`src/design/sr_conv_macros.svh`:
```
`ifndef SR_CONV_MACROS_SVH
`define SR_CONV_MACROS_SVH

// Pixel channel width, unsigned
`define SR_CHAN_W 8

// Input and output channel count (RGB)
`define SR_CHANNELS 3

`define SR_TAPS 9           // 3x3 kernel
`define SR_KPOS_W 4         // Kernel position and window address width
`define SR_STEPS 27         // Taps times input channels

// 81 weights, then one bias per output channel at 81..83
`define SR_WEIGHTS 81
`define SR_COEF_ADDR_W 7

// 27 products of 9x8 bits plus a bias reach about 2^19.75, sign included
`define SR_ACC_W 21

`endif

```
`src/design/sr_conv_pkg.sv`:
```
`include "sr_conv_macros.svh"

package sr_conv_pkg;

    // One colour channel
    typedef logic [`SR_CHAN_W-1:0] chan_t;

    // Weight or bias
    typedef logic signed [`SR_CHAN_W-1:0] coef_t;

    typedef logic [`SR_COEF_ADDR_W-1:0] coef_addr_t;

    // Channel 0 is r, 1 is g, 2 is b
    typedef struct packed {
        chan_t r;
        chan_t g;
        chan_t b;
    } pixel_t;

    // One accumulate step, sequencer to stores and MAC array
    typedef struct packed {
        logic                  valid;
        logic                  first;   // Clears the accumulators
        logic                  last;    // Triggers the finish stage
        logic [1:0]            in_chan;
        logic [`SR_KPOS_W-1:0] kpos;    // Row-major window position
    } tap_t;

    typedef enum logic {
        IDLE,
        ACCUM
    } seq_state_e;

endpackage

```
`src/design/window_buffer.sv`:
```
`timescale 1ns/100ps
`include "sr_conv_macros.svh"

module window_buffer (
    input  logic                  clk,
    input  logic                  rst_n,
    input  logic                  busy,
    input  logic                  pix_we,
    input  logic [`SR_KPOS_W-1:0] pix_addr,
    input  sr_conv_pkg::pixel_t   pix_data,
    input  sr_conv_pkg::tap_t     tap,
    output sr_conv_pkg::chan_t    operand
);
    import sr_conv_pkg::*;

    pixel_t win [`SR_TAPS];     // Row-major 3x3
    pixel_t sel;

    always_ff @(posedge clk or negedge rst_n) begin
        if (!rst_n) begin
            for (int i = 0; i < `SR_TAPS; i++) begin
                win[i] <= '0;
            end
        end else if (pix_we && !busy && (pix_addr < `SR_TAPS)) begin
            win[pix_addr] <= pix_data;
        end
    end

    assign sel = win[tap.kpos];

    // Channel pick for this tap
    always_comb begin
        case (tap.in_chan)
            2'd0:    operand = sel.r;
            2'd1:    operand = sel.g;
            default: operand = sel.b;
        endcase
    end

endmodule

```
`config.mk`:
```
export PLATFORM = sky130hd
export DESIGN_NAME = window_buffer
export DESIGN_NICKNAME = d
export VERILOG_FILES = /design/src/design/sr_conv_pkg.sv /design/src/design/window_buffer.sv
export VERILOG_INCLUDE_DIRS = /design/src /design/src/design
export SDC_FILE = /design/constraint.sdc
export NUM_CORES = 1
export LEC_CHECK = 0
export BUFFER_PORTS_ARGS = -buffer_cell sky130_fd_sc_hd__buf_2
export CAP_MARGIN = 10
export CORE_MARGIN = 2
export CORE_UTILIZATION = 61
export CTS_CLUSTER_SIZE = 25
export DETAILED_ROUTE_END_ITERATION = 12
export GPL_ROUTABILITY_DRIVEN = 1
export PLACE_DENSITY = 0.82
export RECOVER_POWER = 25
export SLEW_MARGIN = 20
export SYNTH_ARGS = -nofsm -noshare
export SYNTH_HDL_FRONTEND = slang
export SYNTH_SLANG_ARGS = --single-unit
```
`constraint.sdc`:
```
create_clock -name clk -period 4.9 [get_ports clk]
set_clock_uncertainty 0.1 [all_clocks]
set_input_delay 1.47 -clock clk [delete_from_list [all_inputs] [get_ports clk]]
set_output_delay 1.47 -clock clk [all_outputs]
set_load 0.02 [all_outputs]
```
==> impl_metrics.tcl, run 1 <==
set metrics [dict create \
    status "complete, but fails checks" \
    violations "capacitance limit, slew limit" \
    die_h_um 131 \
    initial_core_util_pct 62.1 \
    vias_per_cell 6.36 \
    rsz0062_at_grt "no" \
    multi_input_area_sq_um 4210 \
    synth_fp_nets 667 \
    coreArea_sq_um 15800 \
    path_clk_slew_ps 50 \
    cpMaxStageDelayCell "buf_4" \
    n_fill_cell 1018 \
    dr.pass1.iters 4 \
    clock-sinks 216 \
    slew_headroom_pct -107 \
    final_cells 922 \
    path_cells "buf_4, buf_4, buf_4, mux2i_1, o221ai_1, a22oi_1, o221ai_1, buf_2" \
    synth_cells 626 \
    grt_pass1_vias 6519 \
    cts_buffers 23 \
    total_power_mw 4.72 \
    pin_count 49 \
    antenna_found_initial 1 \
    grt_max_degree 143 \
    grt_first_pass_wirelength_mm 35.9 \
    crit_top_cell "buf_4" \
    crit_path_max_fanout 12 \
    crit_path_end_kind "output pin" \
    worst_pin_slew_ps 3110 \
    htreeDepth 1 \
    finalWirelength_mm 22.3 \
    drive_gt1_share_pct 53.2 \
    syn_area_sq_um 9820 \
    die_width_um 131 \
    final_net_count 732 \
    drv_cap 1 \
    tritoncts "built" \
    post-place-cells 881 \
    rows 46 \
    largest_register_ffs 216 \
    register_area_sq_um 5410 \
    period_share_pct 97.5 \
    cts_root_buffer "clkbuf_16" \
    p_per_area_nw_per_um2 421 \
    crit_path_start_kind "input pin" \
    worstHoldPathType "reg2reg" \
    drc 0 \
    fin_crit_ps 4780 \
    drtIter0Drc 368 \
    ant_nets 0 \
    reg2reg_slack_ps 4000 \
    max-vdd-ir-drop_v 0.000289 \
    dpl.hpwl_mm 13.7 \
    final.setup.tns_ps 0 \
    io_buffers 45 \
    setup_viol 0 \
    synthToLayoutAreaGrowth_pct 14.1 \
    post_cts_buffers 0 \
    clkLatencyLatePin_ps 500 \
    reg.largest.list "win (216)" \
    total_leakage_power_nw 5.20 \
    synth-seq-cells 216 \
    criticalPathCategory "in2out" \
    synthDistinctLibCells 31 \
    wire_per_inst_um 24.2 \
    vias 5867 \
    overflow 0 \
    fmax_mhz 209 \
    top_register "win" \
    required_ps 3330 \
    grt_usage_pct 27.8 \
    yosysSeqAreaShare_pct 55.0 \
    die-area_sq_um 17100 \
    final_hold_viol_count 0 \
    avgSynthCellArea_sq_um 15.7 \
    gp_congestion 0.787 \
    clockBufferDepth 3 \
    finalMaxSlewViolations 65 \
    yosysWarningCount 0 \
    cp.arrival_ps 3210 \
    critPathMaxStageDelay_ps 250 \
]
-- layout make-up --
class / instances / area share, %
well taps: 216 / 2.41
multi-input cells: 369 / 37.5
diodes: 1 / 0.0223
repair buffers: 79 / 5.35
flip-flops and latches: 216 / 48.2
clock buffers: 33 / 5.92
inverters: 2 / 0.0670
clock inverters: 6 / 0.491
-- critical path: cells and delay by family --
family / cells / cell delay [ps]
buffers and inverters: 4 / 890
AO/OA/AOI/OAI: 3 / 610
multiplexers: 1 / 230
-- repair_timing --
| item | in CTS | in global routing |
|---|---|---|
| setup endpoints to repair | 1 | 1 |
| endpoints found under the hold margin | 0 | 0 |
| hold buffers | 0 | 0 |
| resized for setup | 1 | 1 |
-- cell usage after synthesis, drive strengths merged --
| library cell | number | area share (%) |
|---|---|---|
| a31oi | 7 | 0.45 |
| mux4 | 34 | 7.8 |
| dfrtp | 216 | 55 |
| nor4b | 2 | 0.24 |
| o311ai | 1 | 0.089 |
| o21ai | 1 | 0.051 |
| o31a | 1 | 0.089 |
| mux2i | 37 | 3.8 |
| nor4bb | 1 | 0.10 |
| nor4 | 1 | 0.064 |
| nand2 | 8 | 0.31 |
| a22o | 8 | 0.71 |
| or2 | 1 | 0.064 |
| nand3b | 1 | 0.076 |
| a22oi | 8 | 0.61 |
| nand2b | 2 | 0.13 |
| o221ai | 21 | 1.9 |
| mux2 | 223 | 26 |
| and4bb | 1 | 0.13 |
| clkbuf | 11 | 0.42 |
| and3 | 2 | 0.13 |
| nor2 | 4 | 0.15 |
| buf | 28 | 1.7 |
| inv | 2 | 0.076 |
| nor3b | 2 | 0.20 |
| nor2b | 3 | 0.19 |
-- final timing paths --
path	start	endpoint	cells after the start
hold / removal	win[40]	win[40]	1
max in group asynchronous	rst_n	win[166]	1
setup / recovery	tap[0]	operand[7]	8
hold reg to reg	win[40]	win[40]	1
min in group asynchronous	rst_n	win[117]	1
setup reg to reg	win[23]	win[23]	1
-- cell usage in the layout (no fill, tap or decap), types with 7 or more instances in the layout --
| cell | synthesis | final |
|---|---|---|
| a22o_1 | 8 | 8 |
| a22oi_1 | 8 | 8 |
| a31oi_1 | 7 | 7 |
| buf_12 | 0 | 7 |
| buf_2 | 19 | 43 |
| buf_4 | 6 | 26 |
| clkbuf_16 | 0 | 23 |
| dfrtp_1 | 216 | 216 |
| mux2_2 | 223 | 223 |
| mux2i_1 | 37 | 37 |
| mux4_2 | 34 | 34 |
| nand2_1 | 8 | 7 |
| o221ai_1 | 21 | 21 |
-- cell families (layout without fill, tap and decap cells) --
family,Yosys count,in the layout,share of synthesized area (%)
AO/OA/AOI/OAI,47,47,3.87
multiplexers,294,294,37.1
other,0,1,0
buffers and inverters,41,120,2.19
AND/OR/NAND/NOR,28,28,1.78
flip-flops,216,216,55.0
-- routing by layer --
layer | wire length, um | part of all wire, % | track usage, %
met5 | 0 | 0 | 0
met4 | 580 | 2.6 | 8.57
met3 | 1170 | 5.3 | 3.62
met2 | 11300 | 51 | 47.7
met1 | 9240 | 41 | 37.4
-- stage by stage --
step / utilization [%] / hold WS [ps] / worst slack, ps / cell area [sq um]
after CTS: 70.6 / 402 / 69.7 / 11200
after global placement: 66.1 / 381 / 6.51 / 10500
after detailed placement: 66.1 / 389 / 2.51 / 10500
final: 70.8 / 401 / 121 / 11200
after global routing: 70.8 / 410 / 4.37 / 11200
after floorplan: - / 374 / 450 / 9820
-- power breakdown --
group          switching (mW)  total [mW]  leakage, nW  internal (mW)
sequential              0.179        2.31         2.76           2.13
combinational           0.302       0.756         2.08          0.454
clock                   0.667        1.65        0.359          0.985
total                    1.15        4.72         5.20           3.57
No activity file was read; power rests on OpenSTA's default activity.
==> run 2, diff against run 1 <==
BUFFER_PORTS_ARGS = -buffer_cell sky130_fd_sc_hd__buf_4   (was -buffer_cell sky130_fd_sc_hd__buf_2)
==> impl_metrics.tcl, run 2 (synthesis gave the netlist of run 1 again) <==
set metrics [dict create \
    finalMaxSlewViolations 104 \
    clock-sinks 216 \
    p_per_area_nw_per_um2 420 \
    cpMaxStageDelayCell "mux4_2" \
    drc 0 \
    register_area_sq_um 5410 \
    ant_nets 0 \
    cp.arrival_ps 3250 \
    top_register "win" \
    utilization_pct 71.1 \
    tritoncts "built" \
    criticalPathCategory "in2out" \
    slew_headroom_pct -69.8 \
    total_leakage_power_nw 5.19 \
    final.setup.tns_ps 0 \
    die-area_sq_um 17100 \
    antenna_cells 0 \
    drv_cap 1 \
    grt_first_pass_wirelength_mm 34.6 \
    overflow 0 \
    finalWirelength_mm 21.8 \
    path_clk_slew_ps 60 \
    wire_per_inst_um 23.7 \
    rsz0062_at_grt "no" \
    clockBufferDepth 3 \
    largest_register_ffs 216 \
    crit_top_cell "buf_4" \
    stdcell_area_sq_um 11300 \
    pin_count 49 \
    grt_pass1_vias 6437 \
    dpl.hpwl_mm 13.7 \
    crit_path_start_kind "input pin" \
    htreeDepth 1 \
    post-place-cells 879 \
    wl_met3_mm 1.01 \
    multi_input_area_sq_um 4210 \
    layout_commonest_cell "mux2_2" \
    vias_per_cell 6.34 \
    synthToLayoutAreaGrowth_pct 14.5 \
    reg.largest.list "win (216)" \
    period_share_pct 98.3 \
    grt_max_degree 104 \
    vias 5826 \
    dpl-instance-area_sq_um 10500 \
    required_ps 3330 \
    max-vdd-ir-drop_v 0.000331 \
    die_h_um 131 \
    crit_family "compound AO/OA/AOI/OAI gates" \
    io_buffers 45 \
    initial_core_util_pct 62.1 \
    rows 46 \
    wl_met2_mm 11.1 \
    final_cells 919 \
    violations "capacitance limit, slew limit" \
    n_fill_cell 997 \
    cts_root_buffer "clkbuf_16" \
    worst_pin_slew_ps 2550 \
    die_width_um 131 \
    final_cell_mix "mux2_2, dfrtp_1, buf_4" \
    final_hold_viol_count 0 \
    crit_path_end_kind "output pin" \
    grt_usage_pct 26.7 \
    worstHoldPathType "reg2reg" \
    coreArea_sq_um 15800 \
    dr.pass1.iters 5 \
    status "complete, but fails checks" \
    gp_congestion 0.793 \
    fin_crit_ps 4820 \
    crit_path_max_fanout 20 \
    drtIter0Drc 368 \
    post_cts_buffers 0 \
    final_net_count 729 \
    drive_gt1_share_pct 52.6 \
    fmax_mhz 208 \
    setup_viol 0 \
    cp_num_buf_inv 3 \
    path_cells "buf_4, buf_12, mux4_2, a22o_1, a31oi_1, o221ai_1, buf_4" \
    total_power_mw 4.73 \
    top_layer "met4" \
    critPathMaxStageDelay_ps 570 \
    wl_met1_mm 9.05 \
    clkLatencyLatePin_ps 500 \
    antenna_found_initial 0 \
    cts_buffers 23 \
]
==> run 2: cell count changes in the layout (fill, tap and decap cells not counted), sizes merged <==
| cell | previous run | this run |
|---|---|---|
| clkbuf | 33 | 38 |
| clkdlybuf4s25 | 1 | 0 |
| clkinv | 5 | 3 |
| diode | 1 | 0 |
| buf | 78 | 74 |
==> run 2: metal layers <==
layer  vias up  track usage [%]
met5         -                0
met4         0             10.1
met3        45             3.58
met2       160             45.2
met1      3101             35.9
li1       2520                -
==> run 2: through the flow <==
step	setup WS, ps	hold slack, ps
2_1_floorplan	450	374
3_3_place_gp	64.9	381
3_5_place_dp	15.9	388
4_1_cts	14.4	401
5_1_grt	53.7	416
6_report	84.8	399
==> run 2: repair_timing <==
action,4_1_cts,5_1_grt
endpoints found under the setup margin,0,2
hold buffers,0,0
resized for setup,0,1
==> run 2: cell type report <==
cell class                      instances  area share (%)
Sequential cell                       216            48.0
Multi-Input combinational cell        369            37.4
Clock buffer                           36            5.99
Timing Repair Buffer                   76            5.69
Tap cell                              216            2.40
Clock inverter                          4           0.434
Inverter                                2          0.0667
==> run 2: worst paths after layout <==
path,from,end,slack (ps),cells past startpoint
max,tap[0],operand[1],80,7
min in group asynchronous,rst_n,win[119],1640,1
min reg2reg,win[152],win[152],400,1
min,win[152],win[152],400,1
max reg2reg,win[148],win[148],4010,1
max in group asynchronous,rst_n,win[154],1300,2
==> run 2: power breakdown <==
group / switching (mW) / total (mW) / internal [mW]
Sequential: 0.177 / 2.31 / 2.13
Clock: 0.666 / 1.66 / 0.993
Combinational: 0.300 / 0.760 / 0.460
