--- src/design/sr_conv_macros.svh ---
`ifndef SR_CONV_MACROS_SVH
`define SR_CONV_MACROS_SVH

// Pixel channel width, unsigned
`define SR_CHAN_W 8

// Input and output channel count (RGB)
`define SR_CHANNELS 3

`define SR_TAPS 9           // 3x3 kernel
`define SR_KPOS_W 4         // Kernel position and window address width
`define SR_STEPS 27         // Taps times input channels

// 81 weights, then one bias per output channel at 81..83
`define SR_WEIGHTS 81
`define SR_COEF_ADDR_W 7

// 27 products of 9x8 bits plus a bias reach about 2^19.75, sign included
`define SR_ACC_W 21

`endif

--- src/design/sr_conv_pkg.sv ---
`include "sr_conv_macros.svh"

package sr_conv_pkg;

    // One colour channel
    typedef logic [`SR_CHAN_W-1:0] chan_t;

    // Weight or bias
    typedef logic signed [`SR_CHAN_W-1:0] coef_t;

    typedef logic [`SR_COEF_ADDR_W-1:0] coef_addr_t;

    // Channel 0 is r, 1 is g, 2 is b
    typedef struct packed {
        chan_t r;
        chan_t g;
        chan_t b;
    } pixel_t;

    // One accumulate step, sequencer to stores and MAC array
    typedef struct packed {
        logic                  valid;
        logic                  first;   // Clears the accumulators
        logic                  last;    // Triggers the finish stage
        logic [1:0]            in_chan;
        logic [`SR_KPOS_W-1:0] kpos;    // Row-major window position
    } tap_t;

    typedef enum logic {
        IDLE,
        ACCUM
    } seq_state_e;

endpackage

--- src/design/mac_array.sv ---
`timescale 1ns/100ps
`include "sr_conv_macros.svh"

module mac_array (
    input  logic                                  clk,
    input  logic                                  rst_n,
    input  sr_conv_pkg::tap_t                     tap,
    input  sr_conv_pkg::chan_t                    operand,
    input  sr_conv_pkg::coef_t [`SR_CHANNELS-1:0] weights,
    input  sr_conv_pkg::coef_t [`SR_CHANNELS-1:0] biases,
    output sr_conv_pkg::pixel_t                   pixel_out,
    output logic                                  done
);
    import sr_conv_pkg::*;

    localparam int PROD_W  = 2 * `SR_CHAN_W + 1;      // 9-bit unsigned-as-signed x 8-bit
    localparam int MAX_VAL = (1 << `SR_CHAN_W) - 1;
    localparam logic signed [`SR_ACC_W-1:0] ACC_ZERO = '0;

    logic signed [PROD_W-1:0]    prod     [`SR_CHANNELS];
    logic signed [`SR_ACC_W-1:0] acc      [`SR_CHANNELS];
    logic signed [`SR_ACC_W-1:0] acc_next [`SR_CHANNELS];
    logic signed [`SR_ACC_W-1:0] fin_sum  [`SR_CHANNELS];  // Held for the finish stage
    logic                        fin_pending;
    chan_t                       clamped  [`SR_CHANNELS];

    always_comb begin
        for (int oc = 0; oc < `SR_CHANNELS; oc++) begin
            prod[oc]     = $signed({1'b0, operand}) * $signed(weights[oc]);
            // First tap loads the product
            acc_next[oc] = (tap.first ? ACC_ZERO : acc[oc]) + prod[oc];
        end
    end

    always_ff @(posedge clk) begin
        for (int oc = 0; oc < `SR_CHANNELS; oc++) begin
            if (tap.valid) begin
                acc[oc] <= acc_next[oc];
            end
            if (tap.valid && tap.last) begin
                fin_sum[oc] <= acc_next[oc] + $signed(biases[oc]);
            end
        end
    end

    // Clamp to pixel range, covers ReLU too
    always_comb begin
        for (int oc = 0; oc < `SR_CHANNELS; oc++) begin
            if (fin_sum[oc] < 0) begin
                clamped[oc] = '0;
            end else if (fin_sum[oc] > MAX_VAL) begin
                clamped[oc] = '1;
            end else begin
                clamped[oc] = fin_sum[oc][`SR_CHAN_W-1:0];
            end
        end
    end

    always_ff @(posedge clk or negedge rst_n) begin
        if (!rst_n) begin
            fin_pending <= 1'b0;
            done        <= 1'b0;
            pixel_out   <= '0;
        end else begin
            fin_pending <= tap.valid && tap.last;
            done        <= fin_pending;
            if (fin_pending) begin
                pixel_out <= '{r: clamped[0], g: clamped[1], b: clamped[2]};
            end
        end
    end

endmodule

--- config.mk ---
export PLATFORM = sky130hd
export DESIGN_NAME = mac_array
export DESIGN_NICKNAME = d
export VERILOG_FILES = /design/src/design/sr_conv_pkg.sv /design/src/design/mac_array.sv
export VERILOG_INCLUDE_DIRS = /design/src /design/src/design
export SDC_FILE = /design/constraint.sdc
export NUM_CORES = 1
export LEC_CHECK = 0
export BUFFER_PORTS_ARGS = -buffer_cell sky130_fd_sc_hd__buf_4
export CELL_PAD_IN_SITES_DETAIL_PLACEMENT = 1
export CELL_PAD_IN_SITES_GLOBAL_PLACEMENT = 1
export CORE_MARGIN = 2
export CORE_UTILIZATION = 50
export DETAILED_ROUTE_END_ITERATION = 6
export GPL_ROUTABILITY_DRIVEN = 0
export PLACE_DENSITY = 0.81
export SLEW_MARGIN = 20
export SYNTH_ARGS = -nofsm -noshare
export SYNTH_HDL_FRONTEND = slang
export SYNTH_SLANG_ARGS = --single-unit
--- constraint.sdc ---
create_clock -name clk -period 14.49 [get_ports clk]
set_input_delay 4.347 -clock clk [delete_from_list [all_inputs] [get_ports clk]]
set_output_delay 4.347 -clock clk [all_outputs]
set_load 0.02 [all_outputs]
==> results.json, run 1 <==
{
  "drc": 0,
  "start_util": 0.511,
  "postSynthCellCount": 1673,
  "pre_cts_slack_ns": 3.19,
  "slew_headroom": 0.331,
  "cp-end-kind": "flop",
  "final_util": 0.560,
  "synth_ff_type": "edfxtp_1",
  "cts_sinks": 152,
  "grt_start_max_net_pins": 65,
  "drt_wl_total_um": 41500,
  "grt_pass1_vias": 14200,
  "r2r_end": "fin_sum[0][41]",
  "tns_ns": 0,
  "fin_ws_ns": 3.58,
  "period_share": 0.753,
  "cap_viol_max_count": 0,
  "postRouteAntennaNets": 0,
  "path_class": "in -> reg",
  "port_buffers": 85,
  "drt_iter0_markers": 518,
  "required_ns": 14.67,
  "rows": 67,
  "layout-drive-gt1-share": 0.0882,
  "rsz0062_at_grt": "false",
  "hp-class": "reg -> reg",
  "yosysSeqAreaShare": 0.258,
  "die_x_um": 190,
  "synthToLayoutAreaGrowth_pct": 9.67,
  "layout_commonest_cell": "ha_1",
  "synth-async-reset-ratio": 0.171,
  "syn_nets": 2154,
  "skew_ns": 0.0101,
  "seqCellArea_mm2": 0.00443,
  "max_freq_mhz": 91.7,
  "ff2ff_setup_slack_ns": 7.71,
  "worst_r2r_startpoint": "acc[0][27]",
  "ys_warn_count": 0,
  "min_to": "pixel_out[9]",
  "worstPathMaxFanout": 63,
  "viasPerCell": 5.63,
  "postCtsSetupBuffers": 0,
  "dp_hpwl_um": 32400,
  "nets": 2225,
  "hold_viol": 0,
  "die_h_um": 190,
  "synth_enable_flop_cells": 126,
  "period_minus_slack_ns": 10.91,
  "slew_viol_final": 0,
  "firstDrtPassIters": 4,
  "wl_per_cell_um": 18.8,
  "cts_buffer_depth": 2,
  "track_usage": 0.248,
  "n_antenna_cell": 0,
  "final_cell_mix": "255 x ha_1, 212 x inv_1, 159 x fa_1, 126 x edfxtp_1, 112 x and2_1",
  "cts_tree": "built",
  "multi_input_area_mm2": 0.0118,
  "grt_overflow": 0,
  "ys_ff_latch": 152,
  "cts_root_buffer": "clkbuf_16",
  "path_clk_slew_ns": 0.07,
  "die_area_mm2": 0.0359,
  "status": "finished clean",
  "synth_area_mm2": 0.0172,
  "core_area_mm2": 0.0337,
  "tightest_slew_ns": 1.00,
  "numCtsBuffers": 17,
  "cts_resized": 0,
  "pin_count": 92,
  "antenna_found_initial": 0,
  "fill_cells": 3710,
  "postCtsHoldBufs": 0,
  "setup_violations": 0,
  "hold_start": "pixel_out[9]",
  "worstSetupStartpointType": "input pin",
  "num_vias": 12400,
  "cts_max_level": 4,
  "hold_depth": 1,
  "yosysUniqueCellTypes": 60,
  "reg2reg_depth": 24,
  "clk_latency_ns": 0.46,
  "grt_pass1_wl_um": 70800,
  "arrival_ns": 11.09,
  "avgSynthCellArea_um2": 10.3
}
worst max-delay path by stage:
stage            from              to  depth (start not counted)
3_5_place_dp   tap[7]  fin_sum[0][62]                         25
3_3_place_gp   tap[7]  fin_sum[0][62]                         25
4_1_cts        tap[7]  fin_sum[0][41]                         25
2_1_floorplan  tap[7]  fin_sum[0][62]                         26
5_1_grt        tap[7]  fin_sum[0][41]                         25
6_report       tap[7]  fin_sum[0][41]                         25
metrics by stage:
step                      cell area [um2]  hold slack [ns]  instances
final                               18900            0.510       2205
after global routing                18900            0.521       2205
after CTS                           18900            0.512       2205
after detailed placement            18300            0.498       2173
after global placement              18300            0.490       2173
after floorplan                     17200            0.352       1673
cells by family after synthesis:
| family | count (synthesis) | share of synthesized area |
|---|---|---|
| xor gates and xnor gates | 97 | 0.0498 |
| DFF | 152 | 0.258 |
| adders and majority gates | 414 | 0.370 |
| muxes | 29 | 0.0187 |
| AOI/OAI and AO/OA | 296 | 0.113 |
| and+or+nand+nor | 437 | 0.136 |
| buffers and inverters | 248 | 0.0541 |
area by class of cell:
class	instances	area share
Clock buffer	19	0.0235
Multi-Input combinational cell	1273	0.628
Inverter	213	0.0424
Sequential cell	152	0.235
Timing Repair Buffer	87	0.0346
Clock inverter	13	0.00729
Tap cell	448	0.0297
metal layers:
metal,GRT usage,vias to the layer above,share of wire
li1,-,5863,-
met1,0.299,6351,0.43
met2,0.457,134,0.53
met3,0.0313,64,0.020
met4,0.0784,0,0.022
met5,0,-,0
sequential cells by signal (all words and copies together), names as in the netlist:
register     cells
acc             63
fin_sum         63
pixel_out       24
done             1
fin_pending      1
synth_stat cells, types with 20 or more instances:
library cell    n  area share
fa_1          159        0.18
and3_1         20      0.0073
ha_1          255        0.19
nor2_1         63       0.014
and2_1        113       0.041
inv_1         212       0.046
mux2_2         25       0.016
o21ai_0        35       0.010
a21o_1         44       0.019
xnor2_1        70       0.036
dfrtp_1        26       0.038
nand2b_1       42       0.015
a21oi_1       103       0.030
nor2b_1        53       0.019
xor2_1         26       0.013
clkbuf_1       35      0.0076
edfxtp_1      126        0.22
nand2_1        87       0.019
worst max-delay path: stages:
cell and delay [ns]:
buf_4 0.33, nand2b_1 0.29, fa_1 0.55, inv_1 0.06, fa_1 0.50, inv_1 0.06, fa_1 0.54, inv_1 0.05
fa_1 0.46, ha_1 0.32, ha_1 0.34, o21a_1 0.22, a21oi_1 0.21, o21ai_1 0.12, a41o_1 0.33, a221o_1 0.39
a21oi_1 0.23, xnor2_1 0.15, ha_1 0.44, a21oi_1 0.11, o21bai_1 0.26, o21bai_1 0.17, a21oi_1 0.09, nor4_1 0.30
xnor2_1 0.17
Power of run 1 is not shown: default switching activity piles up to over one toggle a cycle in this logic, so the estimate is an artifact.
==> inputs of run 2 (changes only) <==
Clock period 14.49 ns to 10.75 ns, I/O delays scaled along.
==> run 2 against run 1 <==
  * Routed wire length increased by 0.12%
  * Final area increased by 0.45%
  * Count of clock-buffer cells in the layout increased by 1
  * Final cell count increased by 0.14%
  * Hold slack improved by 0.0018 ns
  * Core utilization increased by 0.25 points
  * Sequential cell count unchanged
==> results.json, run 2 (synthesis results as in run 1) <==
{
  "max_freq_mhz": 106,
  "cts_max_level": 4,
  "port_buffers": 85,
  "required_ns": 10.93,
  "drc": 0,
  "path_clk_slew_ns": 0.06,
  "dp_hpwl_um": 32200,
  "numCtsBuffers": 17,
  "core_area_mm2": 0.0337,
  "crit_family": "adder cells",
  "path_buf_inv": 4,
  "grt_pass1_wl_um": 70700,
  "rows": 67,
  "cts_buffer_depth": 2,
  "critPathMostFrequentCell": "fa_1",
  "cp-end-kind": "flop",
  "postRouteAntennaNets": 0,
  "grt_overflow": 0,
  "rsz0062_at_grt": "false",
  "pin_count": 92,
  "start_util": 0.511,
  "worstPathMaxFanout": 24,
  "die_x_um": 190,
  "slowest_stage": "fa_1",
  "cts_tree": "built",
  "nets": 2227,
  "tns_ns": 0,
  "clk_latency_ns": 0.47,
  "slew_viol_final": 0,
  "worstSetupStartpointType": "input pin",
  "max_stage_delay_ns": 0.54,
  "postCtsSetupBuffers": 0,
  "drt_wl_total_um": 41500,
  "period_share": 0.878,
  "cap_viol_max_count": 0,
  "fin_area_mm2": 0.0190,
  "period_minus_slack_ns": 9.44,
  "drt_iter0_markers": 501,
  "seqCellArea_mm2": 0.00443,
  "hold_viol": 0,
  "cts_resized": 0,
  "viasPerCell": 5.64,
  "arrival_ns": 9.62,
  "cts_root_buffer": "clkbuf_16",
  "track_usage": 0.247,
  "setup_violations": 0,
  "hp-class": "reg -> reg",
  "layout-drive-gt1-share": 0.0887,
  "final_cell_mix": "255 x ha_1, 212 x inv_1, 159 x fa_1, 126 x edfxtp_1, 112 x and2_1",
  "cts_sinks": 152,
  "die_h_um": 190,
  "dpl_cell_area_mm2": 0.0183,
  "status": "finished clean",
  "postCtsHoldBufs": 0,
  "tightest_slew_ns": 1.01,
  "slew_headroom": 0.324,
  "layout_commonest_cell": "ha_1",
  "path_class": "in -> reg",
  "die_area_mm2": 0.0359,
  "largest_registers": "acc x63, fin_sum x63, pixel_out x24",
  "synthToLayoutAreaGrowth_pct": 10.2,
  "fill_cells": 3760,
  "num_vias": 12500,
  "grt_start_max_net_pins": 65,
  "wl_per_cell_um": 18.8,
  "antenna_found_initial": 2,
  "multi_input_area_mm2": 0.0118,
  "grt_pass1_vias": 14200,
  "skew_ns": 0.0128,
  "firstDrtPassIters": 5
}
[run 2: final cells by class]
| cell class | instances | share of cell area |
|---|---|---|
| clock buffers | 20 | 0.0236 |
| repair buffers | 89 | 0.0359 |
| multi-input cells | 1273 | 0.625 |
| inverters | 213 | 0.0422 |
| flip-flops and latches | 152 | 0.234 |
| clock inverters | 12 | 0.00997 |
| diodes | 1 | 0.000132 |
| well taps | 448 | 0.0296 |
[run 2: path summary, 6_finish.rpt]
| kind | startpoint | to | slack (ns) | cells past startpoint |
|---|---|---|---|---|
| max | tap[7] | fin_sum[0][41] | 1.31 | 25 |
| min | pixel_out[10] | pixel_out[10] | 0.51 | 1 |
| max reg2reg | acc[0][27] | fin_sum[0][41] | 4.09 | 24 |
| min reg2reg | pixel_out[10] | pixel_out[10] | 0.51 | 1 |
| max in group asynchronous | rst_n | pixel_out[12] | 7.73 | 1 |
| min in group asynchronous | rst_n | pixel_out[4] | 2.69 | 1 |
[run 2: worst reg2reg max path: cells and delay by family (launching register included)]
kind            cells  cell delay (ns)
compound gates     10             1.97
xor+xnor            2             0.29
fa+ha+maj           7             3.22
buf+inv             3             0.18
flops               1             0.34
simple gates        2             0.39
[run 2: layer usage]
layer,wire length (um),global-route usage,vias to the layer above
met1,18200,0.304,6374
met4,869,0.0722,2
met2,21500,0.446,153
met3,996,0.0389,60
li1,-,-,5870
met5,11,0,-
[run 2: metrics by stage]
step	worst slack (ns)	hold slack [ns]	std cells	util
6_report	1.31	0.512	2208	0.563
5_1_grt	0.903	0.529	2208	0.563
4_1_cts	1.33	0.516	2207	0.562
3_5_place_dp	0.842	0.501	2175	0.544
3_3_place_gp	1.01	0.491	2175	0.544
2_1_floorplan	1.53	0.352	1673	-
Power of run 2 is left out for the same reason.
==> inputs of run 3 (changes only) <==
--- a/config.mk
+++ b/config.mk
@@ -8,11 +8,9 @@
 export LEC_CHECK = 0
 export BUFFER_PORTS_ARGS = -buffer_cell sky130_fd_sc_hd__buf_4
-export CELL_PAD_IN_SITES_DETAIL_PLACEMENT = 1
-export CELL_PAD_IN_SITES_GLOBAL_PLACEMENT = 1
 export CORE_MARGIN = 2
 export CORE_UTILIZATION = 50
 export DETAILED_ROUTE_END_ITERATION = 6
 export GPL_ROUTABILITY_DRIVEN = 0
-export PLACE_DENSITY = 0.81
+export PLACE_DENSITY = 0.66
 export SLEW_MARGIN = 20
 export SYNTH_ARGS = -nofsm -noshare
==> constraint.sdc (replaced) <==
create_clock -name clk -period 10.75 [get_ports clk]
set_input_delay 2.15 -clock clk [delete_from_list [all_inputs] [get_ports clk]]
set_output_delay 2.15 -clock clk [all_outputs]
set_load 0.02 [all_outputs]
==> run 3 against run 2 <==
  * Hold slack worse by 0.0050 ns
  * Critical path depth unchanged
  * Count of clock-buffer cells in the layout increased by 1
  * Register-to-register slack hardly changed
  * Non-clock buffer count decreased by 1
  * Sequential cell count unchanged
  * Core utilization fell by 0.078 points
  * Setup slack gained 0.92 ns
  * Clock skew is 0.0058 ns lower
  * Via count shrank 4.2%
==> results.json, run 3 (synthesis results as in run 1) <==
{
  "cp-end-kind": "flop",
  "path_clk_slew_ns": 0.07,
  "grt_pass1_wl_um": 60900,
  "critPathMostFrequentCell": "fa_1",
  "rows": 67,
  "cts_max_level": 4,
  "hp-class": "reg -> reg",
  "cap_viol_max_count": 0,
  "grt_pass1_vias": 12500,
  "dp_cells": 2174,
  "max_stage_delay_ns": 0.54,
  "final_cell_mix": "255 x ha_1, 212 x inv_1, 159 x fa_1, 126 x edfxtp_1, 112 x and2_1",
  "arrival_ns": 8.78,
  "cts_tree": "built",
  "nets": 2226,
  "hold_viol": 0,
  "grt_start_max_net_pins": 65,
  "setup_violations": 0,
  "fin_area_mm2": 0.0189,
  "worstPathMaxFanout": 46,
  "drt_wl_total_um": 35300,
  "required_ns": 11.01,
  "worstSetupStartpointType": "input pin",
  "tightest_slew_ns": 0.947,
  "multi_input_area_mm2": 0.0118,
  "final_cells": 2207,
  "fill_cells": 3008,
  "skew_ns": 0.00700,
  "drt_iter0_markers": 464,
  "clk_latency_ns": 0.45,
  "track_usage": 0.211,
  "slew_viol_final": 0,
  "postCtsHoldBufs": 0,
  "period_minus_slack_ns": 8.52,
  "largest_registers": "acc x63, fin_sum x63, pixel_out x24",
  "max_freq_mhz": 117,
  "postRouteAntennaNets": 0,
  "grt_overflow": 0,
  "slew_headroom": 0.369,
  "layout-drive-gt1-share": 0.0887,
  "die_h_um": 190,
  "numCtsBuffers": 17,
  "layout_commonest_cell": "ha_1",
  "core_area_mm2": 0.0337,
  "postCtsSetupBuffers": 0,
  "port_buffers": 85,
  "die_area_mm2": 0.0359,
  "cts_resized": 0,
  "synthToLayoutAreaGrowth_pct": 10.0,
  "firstDrtPassIters": 5,
  "cts_sinks": 152,
  "drc": 0,
  "cts_buffer_depth": 2,
  "period_share": 0.793,
  "tns_ns": 0,
  "viasPerCell": 5.41,
  "status": "finished clean",
  "die_x_um": 190,
  "path_class": "in -> reg",
  "antenna_found_initial": 1,
  "seqCellArea_mm2": 0.00443,
  "num_vias": 11900,
  "pin_count": 92,
  "cts_root_buffer": "clkbuf_16",
  "dpl_cell_area_mm2": 0.0183,
  "start_util": 0.511,
  "rsz0062_at_grt": "false",
  "dp_hpwl_um": 27400,
  "wl_per_cell_um": 16.0,
  "slowest_stage": "fa_1"
}
-- run 3: changes by cell type in the layout (fill, tap and decap cells not counted), sizes merged --
cell and change:
buf -1, bufinv -1, clkbuf +1, inv -1
clkinv +1
-- run 3: path summary, 6_finish.rpt --
| path | start | to | slack [ns] | cells after the start |
|---|---|---|---|---|
| setup / recovery | tap[7] | fin_sum[0][62] | 2.23 | 25 |
| hold / removal | pixel_out[20] | pixel_out[20] | 0.51 | 1 |
| setup reg to reg | acc[0][48] | fin_sum[0][62] | 4.08 | 24 |
| hold reg to reg | pixel_out[20] | pixel_out[20] | 0.51 | 1 |
| max in group asynchronous | rst_n | pixel_out[21] | 8.77 | 1 |
| min in group asynchronous | rst_n | pixel_out[6] | 1.65 | 1 |
-- run 3: critical path: cells and delay by family --
family	cells	cell delay [ns]
adders and majority gates	7	3.08
AOI/OAI and AO/OA	7	1.51
and+or+nand+nor	4	0.85
muxes	2	0.41
buffers and inverters	4	0.41
xor gates and xnor gates	1	0.29
-- run 3: cell type report --
type / instances / area share
Clock inverter: 11 / 0.00839
Tap cell: 448 / 0.0296
Antenna cell: 1 / 0.000132
Timing Repair Buffer: 88 / 0.0349
Multi-Input combinational cell: 1273 / 0.626
Clock buffer: 21 / 0.0249
Sequential cell: 152 / 0.234
Inverter: 213 / 0.0422
-- run 3: through the flow --
step                worst slack (ns)   util  hold WS, ns
floorplan                       2.61      -        0.352
global placement                1.89  0.543        0.492
detailed placement              1.77  0.543        0.497
CTS                             2.28  0.562        0.513
global route                    1.89  0.562        0.528
finish                          2.23  0.562        0.507
-- run 3: per-layer routing --
metal  track usage  part of all wire  vias up
met5             0                 0        -
met4        0.0680             0.020        0
met3        0.0291             0.024       37
met2         0.360              0.49      146
met1         0.278              0.47     5889
li1              -                 -     5866
Power of run 3 is left out for the same reason.
