$ cat src/design/sr_conv_macros.svh
`ifndef SR_CONV_MACROS_SVH
`define SR_CONV_MACROS_SVH

// Pixel channel width, unsigned
`define SR_CHAN_W 8

// Input and output channel count (RGB)
`define SR_CHANNELS 3

`define SR_TAPS 9           // 3x3 kernel
`define SR_KPOS_W 4         // Kernel position and window address width
`define SR_STEPS 27         // Taps times input channels

// 81 weights, then one bias per output channel at 81..83
`define SR_WEIGHTS 81
`define SR_COEF_ADDR_W 7

// 27 products of 9x8 bits plus a bias reach about 2^19.75, sign included
`define SR_ACC_W 21

`endif

$ cat src/design/sr_conv_pkg.sv
`include "sr_conv_macros.svh"

package sr_conv_pkg;

    // One colour channel
    typedef logic [`SR_CHAN_W-1:0] chan_t;

    // Weight or bias
    typedef logic signed [`SR_CHAN_W-1:0] coef_t;

    typedef logic [`SR_COEF_ADDR_W-1:0] coef_addr_t;

    // Channel 0 is r, 1 is g, 2 is b
    typedef struct packed {
        chan_t r;
        chan_t g;
        chan_t b;
    } pixel_t;

    // One accumulate step, sequencer to stores and MAC array
    typedef struct packed {
        logic                  valid;
        logic                  first;   // Clears the accumulators
        logic                  last;    // Triggers the finish stage
        logic [1:0]            in_chan;
        logic [`SR_KPOS_W-1:0] kpos;    // Row-major window position
    } tap_t;

    typedef enum logic {
        IDLE,
        ACCUM
    } seq_state_e;

endpackage

$ cat src/design/conv_sequencer.sv
`timescale 1ns/100ps
`include "sr_conv_macros.svh"

module conv_sequencer (
    input  logic              clk,
    input  logic              rst_n,
    input  logic              start,
    output sr_conv_pkg::tap_t tap,
    output logic              busy
);
    import sr_conv_pkg::*;

    localparam int LAST_KPOS = `SR_TAPS - 1;
    localparam int LAST_CHAN = `SR_CHANNELS - 1;

    seq_state_e            state;
    logic [1:0]            next_chan;
    logic [`SR_KPOS_W-1:0] next_kpos;
    logic                  next_last;

    // Kernel position runs fastest, then input channel
    always_comb begin
        if (tap.kpos == LAST_KPOS[`SR_KPOS_W-1:0]) begin
            next_kpos = '0;
            next_chan = tap.in_chan + 2'd1;
        end else begin
            next_kpos = tap.kpos + 1'b1;
            next_chan = tap.in_chan;
        end
        next_last = (next_chan == LAST_CHAN[1:0]) && (next_kpos == LAST_KPOS[`SR_KPOS_W-1:0]);
    end

    // Busy also covers the accept cycle
    assign busy = start || (state == ACCUM);

    always_ff @(posedge clk or negedge rst_n) begin
        if (!rst_n) begin
            state <= IDLE;
            tap   <= '0;
        end else begin
            case (state)
                IDLE: begin
                    if (start) begin
                        state <= ACCUM;
                        tap   <= '{valid: 1'b1, first: 1'b1, last: 1'b0, in_chan: 2'd0, kpos: '0};
                    end
                end
                ACCUM: begin
                    if (tap.last) begin
                        state <= IDLE;
                        tap   <= '0;             // Back to an idle bubble
                    end else begin
                        tap.first   <= 1'b0;
                        tap.last    <= next_last;
                        tap.in_chan <= next_chan;
                        tap.kpos    <= next_kpos;
                    end
                end
                default: state <= IDLE;
            endcase
        end
    end

endmodule

$ cat config.mk
export PLATFORM = sky130hd
export DESIGN_NAME = conv_sequencer
export DESIGN_NICKNAME = d
export VERILOG_FILES = /design/src/design/sr_conv_pkg.sv /design/src/design/conv_sequencer.sv
export VERILOG_INCLUDE_DIRS = /design/src /design/src/design
export SDC_FILE = /design/constraint.sdc
export NUM_CORES = 1
export LEC_CHECK = 0
export BUFFER_PORTS_ARGS = -buffer_cell sky130_fd_sc_hd__buf_4
export CORE_AREA = 2 2 39 41
export CTS_CLUSTER_DIAMETER = 50
export DETAILED_ROUTE_END_ITERATION = 16
export DIE_AREA = 0 0 41 43
export GPL_ROUTABILITY_DRIVEN = 0
export PLACE_DENSITY = 0.69
export SETUP_SLACK_MARGIN = 0.02
export SLEW_MARGIN = 20
export SYNTH_ARGS = -nofsm -noshare
export SYNTH_HDL_FRONTEND = slang
export SYNTH_SLANG_ARGS = --single-unit
$ cat constraint.sdc
create_clock -name clk -period 1.7 [get_ports clk]
set_clock_uncertainty 0.15 [all_clocks]
set_input_delay 0.17 -clock clk [delete_from_list [all_inputs] [get_ports clk]]
set_output_delay 0.17 -clock clk [all_outputs]
set_load 0.01 [all_outputs]
==> results of run 1 <==
[cell families after synthesis]
| family | count (synthesis) | synth area share, % |
|---|---|---|
| AND/OR/NAND/NOR | 18 | 20.9 |
| multiplexers | 2 | 4.27 |
| flip-flops | 10 | 50.3 |
| AO/OA/AOI/OAI | 13 | 15.8 |
| buffers and inverters | 5 | 3.77 |
| adder cells (fa/ha/maj) | 2 | 5.02 |
[final cells by class]
cell class	instances	share of cell area [%]
multi-input combinational	35	35.2
clock buffer	3	3.42
timing repair buffer	15	17.5
inverter	5	2.85
tap	16	3.04
sequential	10	38.0
[metal layers]
metal,global-route usage (%),wire [um],share of wire [%]
met5,0,0,0
met4,12.0,34,3.4
met3,4.71,48,4.9
met2,21.6,470,48
met1,17.9,435,44
[sequential cells by signal (all words and copies together), names as in the netlist]
name	count
tap	9
state	1
[cells in the mapped netlist]
master,n,area (sq um)
a21o_1,1,7.51
a21oi_1,2,10.0
a21oi_2,1,8.76
a32o_2,1,11.3
and3b_2,1,10.0
dfrtp_1,10,250
ha_1,2,25.0
inv_1,5,18.8
mux2_2,1,11.3
mux2i_1,1,10.0
nand2_1,3,11.3
nand2b_1,1,6.26
nand2b_2,1,8.76
nand3_1,3,15.0
nor2_1,5,18.8
nor2_2,1,6.26
nor2b_1,1,6.26
nor4b_2,1,15.0
o21ai_0,7,35.0
o22ai_1,1,6.26
or2_1,1,6.26
[per-stage QoR]
step / std cells / setup WS [ps]
after global placement: 79 / 144
after CTS: 83 / 98.5
after floorplan: 50 / 67.9
after global routing: 84 / 33.6
final: 84 / 117
after detailed placement: 79 / 125
[where the power goes]
group          internal, mW  switching (mW)
logic                 0.278           0.272
clock network        0.0816          0.0762
registers             0.327          0.0949
total                 0.686           0.443
[tightest hold or removal path, delay by kind of cell]
kind	cells	cell delay (ps)
buffers and inverters	1	100
and+or+nand+nor	2	110
[final timing paths]
kind                        start      to  slack (ps)  cells past startpoint
max in group asynchronous   rst_n  tap[7]        1140                      2
setup / recovery           tap[1]  tap[6]         120                      6
hold reg to reg            tap[7]  tap[7]         350                      2
hold / removal              start  tap[7]          10                      3
min in group asynchronous   rst_n  tap[1]         120                      2
setup reg to reg           tap[1]  tap[6]         120                      6
[repair_timing]
item                                    4_1_cts  5_1_grt
setup buffers                                 0        1
resized for setup                             1        0
endpoints found under the setup margin        1        1
hold endpoints to repair                     10        0
hold buffers                                  1        0
pin swaps                                     0        0
==> metrics.cfg, run 1 <==
[timing]
clock.fmax_mhz=632
setup_violations=0
tns_ps=0
rsz0062_at_grt=no
period_share_pct=93.1
slew_viol_final=0
worst_pin_slew_ps=259
relSlewSlack_pct=82.7
fin_crit_ps=1580
finalHoldViolCount=0
whs_ps=12.8

[clock_tree]
cts_made_buffers=3
clockBufferDepth=2
cts.sink_count=10
cts_root_buf=clkbuf_4
htree_levels=1
cts_tree=yes
clk_latency_ps=270
path_clk_slew_ps=60

[route]
via_count=433
wl_per_cell_um=11.8
drcViolationCount=0
ant_nets=0
drtPass1Iterations=2
via_per_inst=5.15
routed_wl_um=989
drtIter0Drc=2

[floorplanning]
dieArea_sq_mm=0.00176
dieHeight_um=43
chipWidth_um=41
io_pins=13
core-area_sq_mm=0.00138
start_util_pct=36.0
row_count=14

[grt]
grt.overflow.total=0
grt_pass1_wl_um=1740
grt_max_degree=11
first_global_vias=430
grtUsageTotal_pct=15.2
antenna_found_initial=0

[setup_path]
crit_chain=inv_1, ha_1, and3b_2, nor2_2, nor4b_2, a32o_2
critPathTopFamily=simple AND/OR/NAND/NOR gates
cpMaxStageDelayCell=dfrtp_1
critPathMaxFanout=4
worstPathRequired_ps=1700
cp-end-kind=register
critPathKind=reg -> reg
cp.buffers_inverters=1
worstPathArrival_ps=1580
cpPeakStageDelay_ps=390
critPathLaunchType=register

[cells_and_area]
fillCellCount=146
antenna_cells=0
area_growth_pct=32.2
mostFrequentLayoutCells=buf_4 (14), dfrtp_1 (10), o21ai_0 (7)
layout.nets=75
layout-drive-gt1-share_pct=36.8
finish.instance_area_sq_um=658
final_util_pct=47.6
regArea_sq_um=250
multi_input_area_sq_um=231
layout_commonest_cell=buf_4

[yosys]
synth-seq-cells=10
synth_cells=50
avgSynthCellArea_sq_um=9.96
ys_types=21
ys_warn_count=0
ys_seq_area_share_pct=50.3
netlist_area_sq_um=498
syn_nets=55

[outcome]
status=finished clean

[placement]
port_buffers=12
hpwl_um=752
post_dp_cell_area_sq_um=616

[power_and_ir_drop]
powerDensity_mw_per_mm2=1720
p_leak_nw=0.323
power_mw=1.13
peakVddDrop_uv=807

[run]
cap_violations=0

[worst_hold_path]
hp-class=in -> reg

Note: power is estimated with default switching activity, not from simulation.
==> inputs of run 2 (changes only) <==
==> constraint.sdc (replaced) <==
create_clock -name clk -period 1.7 [get_ports clk]
set_clock_uncertainty 0.15 [all_clocks]
set_input_delay 0.34 -clock clk [delete_from_list [all_inputs] [get_ports clk]]
set_output_delay 0.34 -clock clk [all_outputs]
set_load 0.01 [all_outputs]
==> run 2 against run 1 <==
Non-clock buffer count grew 1; count of clock-buffer cells in the layout grew 1; global-route usage shrank 1.0 points; flip-flop and latch count is the same; sequential share of layout area shrank 1.2 points; critical path depth shrank 3; critical endpoint is now busy; core utilization grew 1.5 points; final area grew 3.2%; cell count grew 2.4%.
==> metrics.cfg, run 2 (synthesis results as in run 1) <==
[outcome]
status=finished clean  ; unchanged

[grt]
first_global_vias=405  ; was 430
grtUsageTotal_pct=14.2  ; was 15.2%
antenna_found_initial=0  ; unchanged
use_met2_pct=19.1  ; was 21.6%
top_usage_layer=met1  ; was met2
grt.overflow.total=0  ; unchanged
met3_usage_pct=4.71  ; unchanged
grt_max_degree=11  ; unchanged
gr-usage-met1_pct=19.2  ; was 17.9%
grt_pass1_wl_um=1650  ; was 1740 um

[power_and_ir_drop]
powerDensity_mw_per_mm2=1770  ; was 1720 mW/mm^2
peakVddDrop_uv=693  ; was 807 uV
p_leak_nw=0.334  ; was 0.323 nW

[timing]
finalHoldViolCount=0  ; unchanged
rsz0062_at_grt=no  ; unchanged
period_share_pct=91.5  ; was 93.1%
worst_pin_slew_ps=215  ; was 259 ps
setup_violations=0  ; unchanged
tns_ps=0  ; unchanged
clock.fmax_mhz=643  ; was 632 MHz
fin_ws_ps=145  ; was 117 ps
fin_crit_ps=1550  ; was 1580 ps
slew_viol_final=0  ; unchanged
relSlewSlack_pct=85.3  ; was 82.7%

[cells_and_area]
fillCellCount=127  ; was 146
largest-register=tap  ; unchanged
area_growth_pct=36.4  ; was 32.2%
mostFrequentLayoutCells=buf_4 (15), dfrtp_1 (10), o21ai_0 (7)  ; was buf_4 (14), dfrtp_1 (10), o21ai_0 (7)
top_regs=tap: 9 flops, state: 1 flops  ; unchanged
layout.nets=76  ; was 75
fin_cells=86  ; was 84
antenna_cells=0  ; unchanged
largest_reg_flops=9  ; unchanged
layout-drive-gt1-share_pct=38.6  ; was 36.8%
layout_commonest_cell=buf_4  ; unchanged

[floorplanning]
chipWidth_um=41  ; unchanged
row_count=14  ; unchanged
core-area_sq_mm=0.00138  ; unchanged
dieHeight_um=43  ; unchanged
start_util_pct=36.0  ; unchanged
dieArea_sq_mm=0.00176  ; unchanged
io_pins=13  ; unchanged

[placement]
port_buffers=12  ; unchanged
hpwl_um=703  ; was 752 um
dp_slack_ps=123  ; was 125 ps
dp.cells=80  ; was 79

[setup_path]
r2r-start=tap[0]  ; was tap[1]
worstPathArrival_ps=1060  ; was 1580 ps
cpPeakStageDelay_ps=430  ; was 390 ps
critPathLaunchType=register  ; unchanged
startpoint=state  ; was tap[1]
cp-end-kind=output port  ; was register
cpMaxStageDelayCell=dfrtp_1  ; unchanged
worstPathRequired_ps=1210  ; was 1700 ps
critPathKind=reg -> out  ; was reg -> reg
critPathMaxFanout=6  ; was 4
crit_chain=nor2_1, inv_1, buf_4  ; was inv_1, ha_1, and3b_2, nor2_2, nor4b_2, a32o_2
ff2ff_setup_slack_ps=160  ; was 120 ps

[clock_tree]
cts_made_buffers=3  ; unchanged
cts.sink_count=10  ; unchanged
cts_tree=yes  ; unchanged
cts_root_buf=clkbuf_4  ; unchanged
htree_levels=1  ; unchanged
path_clk_slew_ps=70  ; was 60 ps
clk_latency_ps=260  ; was 270 ps
clockBufferDepth=2  ; unchanged

[route]
drtIter0Drc=4  ; was 2
via_per_inst=4.78  ; was 5.15
routed_wl_um=920  ; was 989 um
drcViolationCount=0  ; unchanged
via_count=411  ; was 433
drtPass1Iterations=4  ; was 2
ant_nets=0  ; unchanged
wl_per_cell_um=10.7  ; was 11.8 um

[worst_hold_path]
hp-class=in -> reg  ; unchanged
min_from=start  ; unchanged

[run]
cap_violations=0  ; unchanged

-- run 2: changes by cell type in the layout (fill, tap and decap cells not counted), sizes merged --
cell    delta
buf        +1
clkbuf     +1
-- run 2: per-stage QoR --
| step | hold slack (ps) | total power [mW] | cell area, sq um | utilization (%) |
|---|---|---|---|---|
| floorplan | -106 | 0.749 | 498 | - |
| global placement | 26.6 | 0.977 | 623 | 45.0 |
| detailed placement | 27.5 | 0.976 | 623 | 45.0 |
| CTS | 180 | 1.20 | 669 | 48.4 |
| global route | 182 | 1.32 | 679 | 49.1 |
| finish | 179 | 1.20 | 679 | 49.1 |
-- run 2: cell type report --
| class | instances | area (sq um) | share of cell area, % |
|---|---|---|---|
| multi-input combinational | 35 | 231 | 34.1 |
| inverter | 5 | 18.8 | 2.76 |
| timing repair buffer | 16 | 123 | 18.0 |
| tap | 16 | 20.0 | 2.95 |
| sequential | 10 | 250 | 36.8 |
| clock buffer | 4 | 36.3 | 5.34 |
-- run 2: path summary, 6_finish.rpt --
kind                                to  cells after the start
max in group asynchronous       tap[7]                      2
worst min register to register  tap[7]                      2
worst max register to register  tap[6]                      6
min in group asynchronous       tap[0]                      2
worst min-delay path            tap[7]                      3
worst max-delay path              busy                      3
-- run 2: per-layer routing --
layer,vias up,part of all wire (%),wire length (um)
met2,12,46,421
met3,3,5.0,46
met1,186,47,435
li1,210,-,-
met4,0,1.8,17
met5,-,0,0
-- run 2: what timing repair did --
action	CTS	global route
hold buffers	1	0
setup buffers	0	1
setup endpoints to repair	0	1
gates resized for setup	0	1
endpoints found under the hold margin	10	0
-- run 2: power by group --
| part | internal (mW) | leakage [nW] | switching, mW |
|---|---|---|---|
| logic | 0.298 | 0.192 | 0.282 |
| clock network | 0.130 | 0.0210 | 0.0798 |
| registers | 0.326 | 0.121 | 0.0864 |
| total | 0.754 | 0.334 | 0.448 |
-- run 2: critical path: cells and delay by family (launching register included) --
family	cells	cell delay, ps
simple gates	1	150
flops	1	430
buf+inv	2	220
==> inputs of run 3 (changes only) <==
--- a/config.mk
+++ b/config.mk
@@ -6,13 +6,13 @@
 export SDC_FILE = /design/constraint.sdc
 export NUM_CORES = 1
 export LEC_CHECK = 0
+export ABC_AREA = 1
 export BUFFER_PORTS_ARGS = -buffer_cell sky130_fd_sc_hd__buf_4
 export CORE_AREA = 2 2 39 41
 export CTS_CLUSTER_DIAMETER = 50
 export DETAILED_ROUTE_END_ITERATION = 16
 export DIE_AREA = 0 0 41 43
-export GPL_ROUTABILITY_DRIVEN = 0
-export PLACE_DENSITY = 0.69
+export PLACE_DENSITY = 0.7
 export SETUP_SLACK_MARGIN = 0.02
 export SLEW_MARGIN = 20
 export SYNTH_ARGS = -nofsm -noshare
==> run 3 against run 2 <==
Combinational power about the same; core utilization decreased by 0.90 points; global-route usage increased by 0.12 points; die area is the same; sequential share of layout area increased by 0.88 points; synthesized cell count up 20%; critical endpoint unchanged; largest cell class unchanged; highest routed layer unchanged.
==> metrics.cfg, run 3 <==
[outcome]
status=finished clean  ; unchanged

[yosys]
synth_cells=60  ; was 50
ys_warn_count=0  ; unchanged
ys_types=15  ; was 21
synth-seq-cells=10  ; unchanged
netlist_area_sq_um=507  ; was 498 sq um
ys_seq_area_share_pct=49.4  ; was 50.3%
ys_top_cells_by_count=inv_1 (11), dfrtp_1 (10), nand2_1 (10)  ; was dfrtp_1 (10), o21ai_0 (7), inv_1 (5), nor2_1 (5)
syn_nets=65  ; was 55
synth_top_area_share_pct=49.4  ; was 50.3%
synth_edf_count=0  ; unchanged
synth-main-ff-cell=dfrtp_1  ; unchanged
synth_area_leaders=dfrtp_1 (49%), inv_1 (8.1%), nand2_1 (7.4%)  ; was dfrtp_1 (50%), o21ai_0 (7.0%), ha_1 (5.0%)
avgSynthCellArea_sq_um=8.45  ; was 9.96 sq um
async_flop_share_pct=100  ; unchanged
synth_most_common_cell=inv_1  ; was dfrtp_1
yosys.area.top_type=dfrtp_1  ; unchanged

[cells_and_area]
area_growth_pct=31.6  ; was 36.4%
top_regs=tap: 9 flops, state: 1 flops  ; unchanged
layout.nets=83  ; was 76
fin_cells=93  ; was 86
largest-register=tap  ; unchanged
antenna_cells=0  ; unchanged
layout_commonest_cell=buf_4  ; unchanged
layout-drive-gt1-share_pct=29.9  ; was 38.6%
mostFrequentLayoutCells=buf_4 (12), inv_1 (10), nand2_1 (10)  ; was buf_4 (15), dfrtp_1 (10), o21ai_0 (7)
largest_reg_flops=9  ; unchanged
final_util_pct=48.2  ; was 49.1%

[timing]
finalHoldViolCount=0  ; unchanged
worst_pin_slew_ps=231  ; was 215 ps
fin_crit_ps=1660  ; was 1550 ps
setup_violations=0  ; unchanged
period_share_pct=97.7  ; was 91.5%
clock.fmax_mhz=602  ; was 643 MHz
slew_viol_final=0  ; unchanged
relSlewSlack_pct=84.6  ; was 85.3%

[power_and_ir_drop]
power_mw=1.24  ; was 1.20 mW
p_leak_nw=0.343  ; was 0.334 nW
swShare_pct=41.2  ; was 37.3%
peakVddDrop_uv=720  ; was 693 uV
p_seq_share_pct=36.3  ; was 34.3%
clockPowerShare_pct=17.2  ; was 17.5%
switching_power_mw=0.512  ; was 0.448 mW
powerDensity_mw_per_mm2=1860  ; was 1770 mW/mm^2
combPwrFrac_pct=46.4  ; was 48.2%
internal-power_mw=0.730  ; was 0.754 mW

[setup_path]
crit_chain=nor2_2, inv_2, buf_4  ; was nor2_1, inv_1, buf_4
critPathLaunchType=register  ; unchanged
cpMaxStageDelayCell=dfrtp_2  ; was dfrtp_1
cpPeakStageDelay_ps=440  ; was 430 ps
critPathTopFamily=flip-flops  ; unchanged
worstPathRequired_ps=1210  ; about the same
cp-end-kind=output port  ; unchanged
critPathKind=reg -> out  ; unchanged
critPathMaxFanout=7  ; was 6
cp.buffers_inverters=2  ; unchanged
worstPathArrival_ps=1170  ; was 1060 ps

[worst_hold_path]
hp-class=in -> reg  ; unchanged

[floorplanning]
row_count=14  ; unchanged
dieHeight_um=43  ; unchanged
io_pins=13  ; unchanged
start_util_pct=36.6  ; was 36.0%
chipWidth_um=41  ; unchanged
core-area_sq_mm=0.00138  ; unchanged
dieArea_sq_mm=0.00176  ; unchanged

[grt]
grt_pass1_wl_um=1620  ; was 1650 um
grtUsageTotal_pct=14.3  ; was 14.2%
antenna_found_initial=0  ; unchanged
grt_max_degree=11  ; unchanged
grt.overflow.total=0  ; unchanged
first_global_vias=392  ; was 405

[route]
drcViolationCount=0  ; unchanged
via_per_inst=4.86  ; was 4.78
ant_nets=0  ; unchanged
via_count=452  ; was 411
wl_per_cell_um=11.4  ; was 10.7 um
routed_wl_um=1060  ; was 920 um
drtIter0Drc=4  ; unchanged
drtPass1Iterations=4  ; unchanged

[run]
cap_violations=0  ; unchanged

[clock_tree]
cts_root_buf=clkbuf_4  ; unchanged
htree_levels=1  ; unchanged
post_cts_buffers=0  ; unchanged
cts_tree=yes  ; unchanged
path_clk_slew_ps=70  ; about the same
cts.sink_count=10  ; unchanged
clockBufferDepth=2  ; unchanged
clk_latency_ps=270  ; was 260 ps
cts_made_buffers=3  ; unchanged

[placement]
port_buffers=12  ; unchanged
dp.cells=88  ; was 80
globalplace.congestion=0.786
hpwl_um=742  ; was 703 um

run 3: power by group through the flow:
stage	combinational [mW]	clock (mW)	sequential, mW
after global routing	0.657	0.231	0.470
after global placement	0.561	0	0.450
final	0.577	0.214	0.451
after floorplan	0.325	0	0.477
after CTS	0.582	0.223	0.451
after detailed placement	0.576	0	0.455
run 3: cell families (layout without fill, tap and decap cells):
family / count (synthesis) / count (layout) / synth area share [%]
AOI/OAI and AO/OA: 8 / 8 / 9.63
adders and majority gates: 2 / 2 / 4.94
and+or+nand+nor: 28 / 28 / 27.2
buffers and inverters: 12 / 29 / 8.89
DFF: 10 / 10 / 49.4
run 3: final timing paths:
kind	from	endpoint	slack (ps)	cells after the start
worst max register to register	tap[0]	tap[5]	230	7
max in group asynchronous	rst_n	state	960	2
min in group asynchronous	rst_n	tap[8]	280	2
worst max-delay path	state	busy	40	3
worst min register to register	tap[8]	tap[8]	350	2
worst min-delay path	start	state	190	3
run 3: stage by stage:
stage / setup WS (ps) / area [sq um] / setup TNS (ps) / hold slack (ps)
global route: -24.1 / 667 / -24.1 / 198
CTS: 33.7 / 663 / 0 / 178
finish: 38.7 / 667 / 0 / 195
detailed placement: 214 / 617 / 0 / 25.1
global placement: 251 / 617 / 0 / 23.7
floorplan: 265 / 507 / 0 / -106
run 3: layout make-up:
type                    count  area [sq um]
flip-flops and latches     10           251
repair buffers             13           100
inverters                  12          45.0
clock buffers               4          36.3
well taps                  16          20.0
fillers                   135           717
multi-input cells          38           214
run 3: tightest hold or removal path: stages:
cell	delay, ps
buf_4	100
nor2_2	50
nor2_1	90
run 3: routing by layer:
metal	track usage [%]	wire, um
met5	0	0
met3	3.14	45
met1	19.6	491
met4	13.3	13
met2	17.5	512
run 3: what timing repair did:
action / CTS / global route
hold endpoints to repair: 10 / 0
endpoints found under the setup margin: 1 / 1
hold buffers: 1 / 0
gates resized for setup: 1 / 2
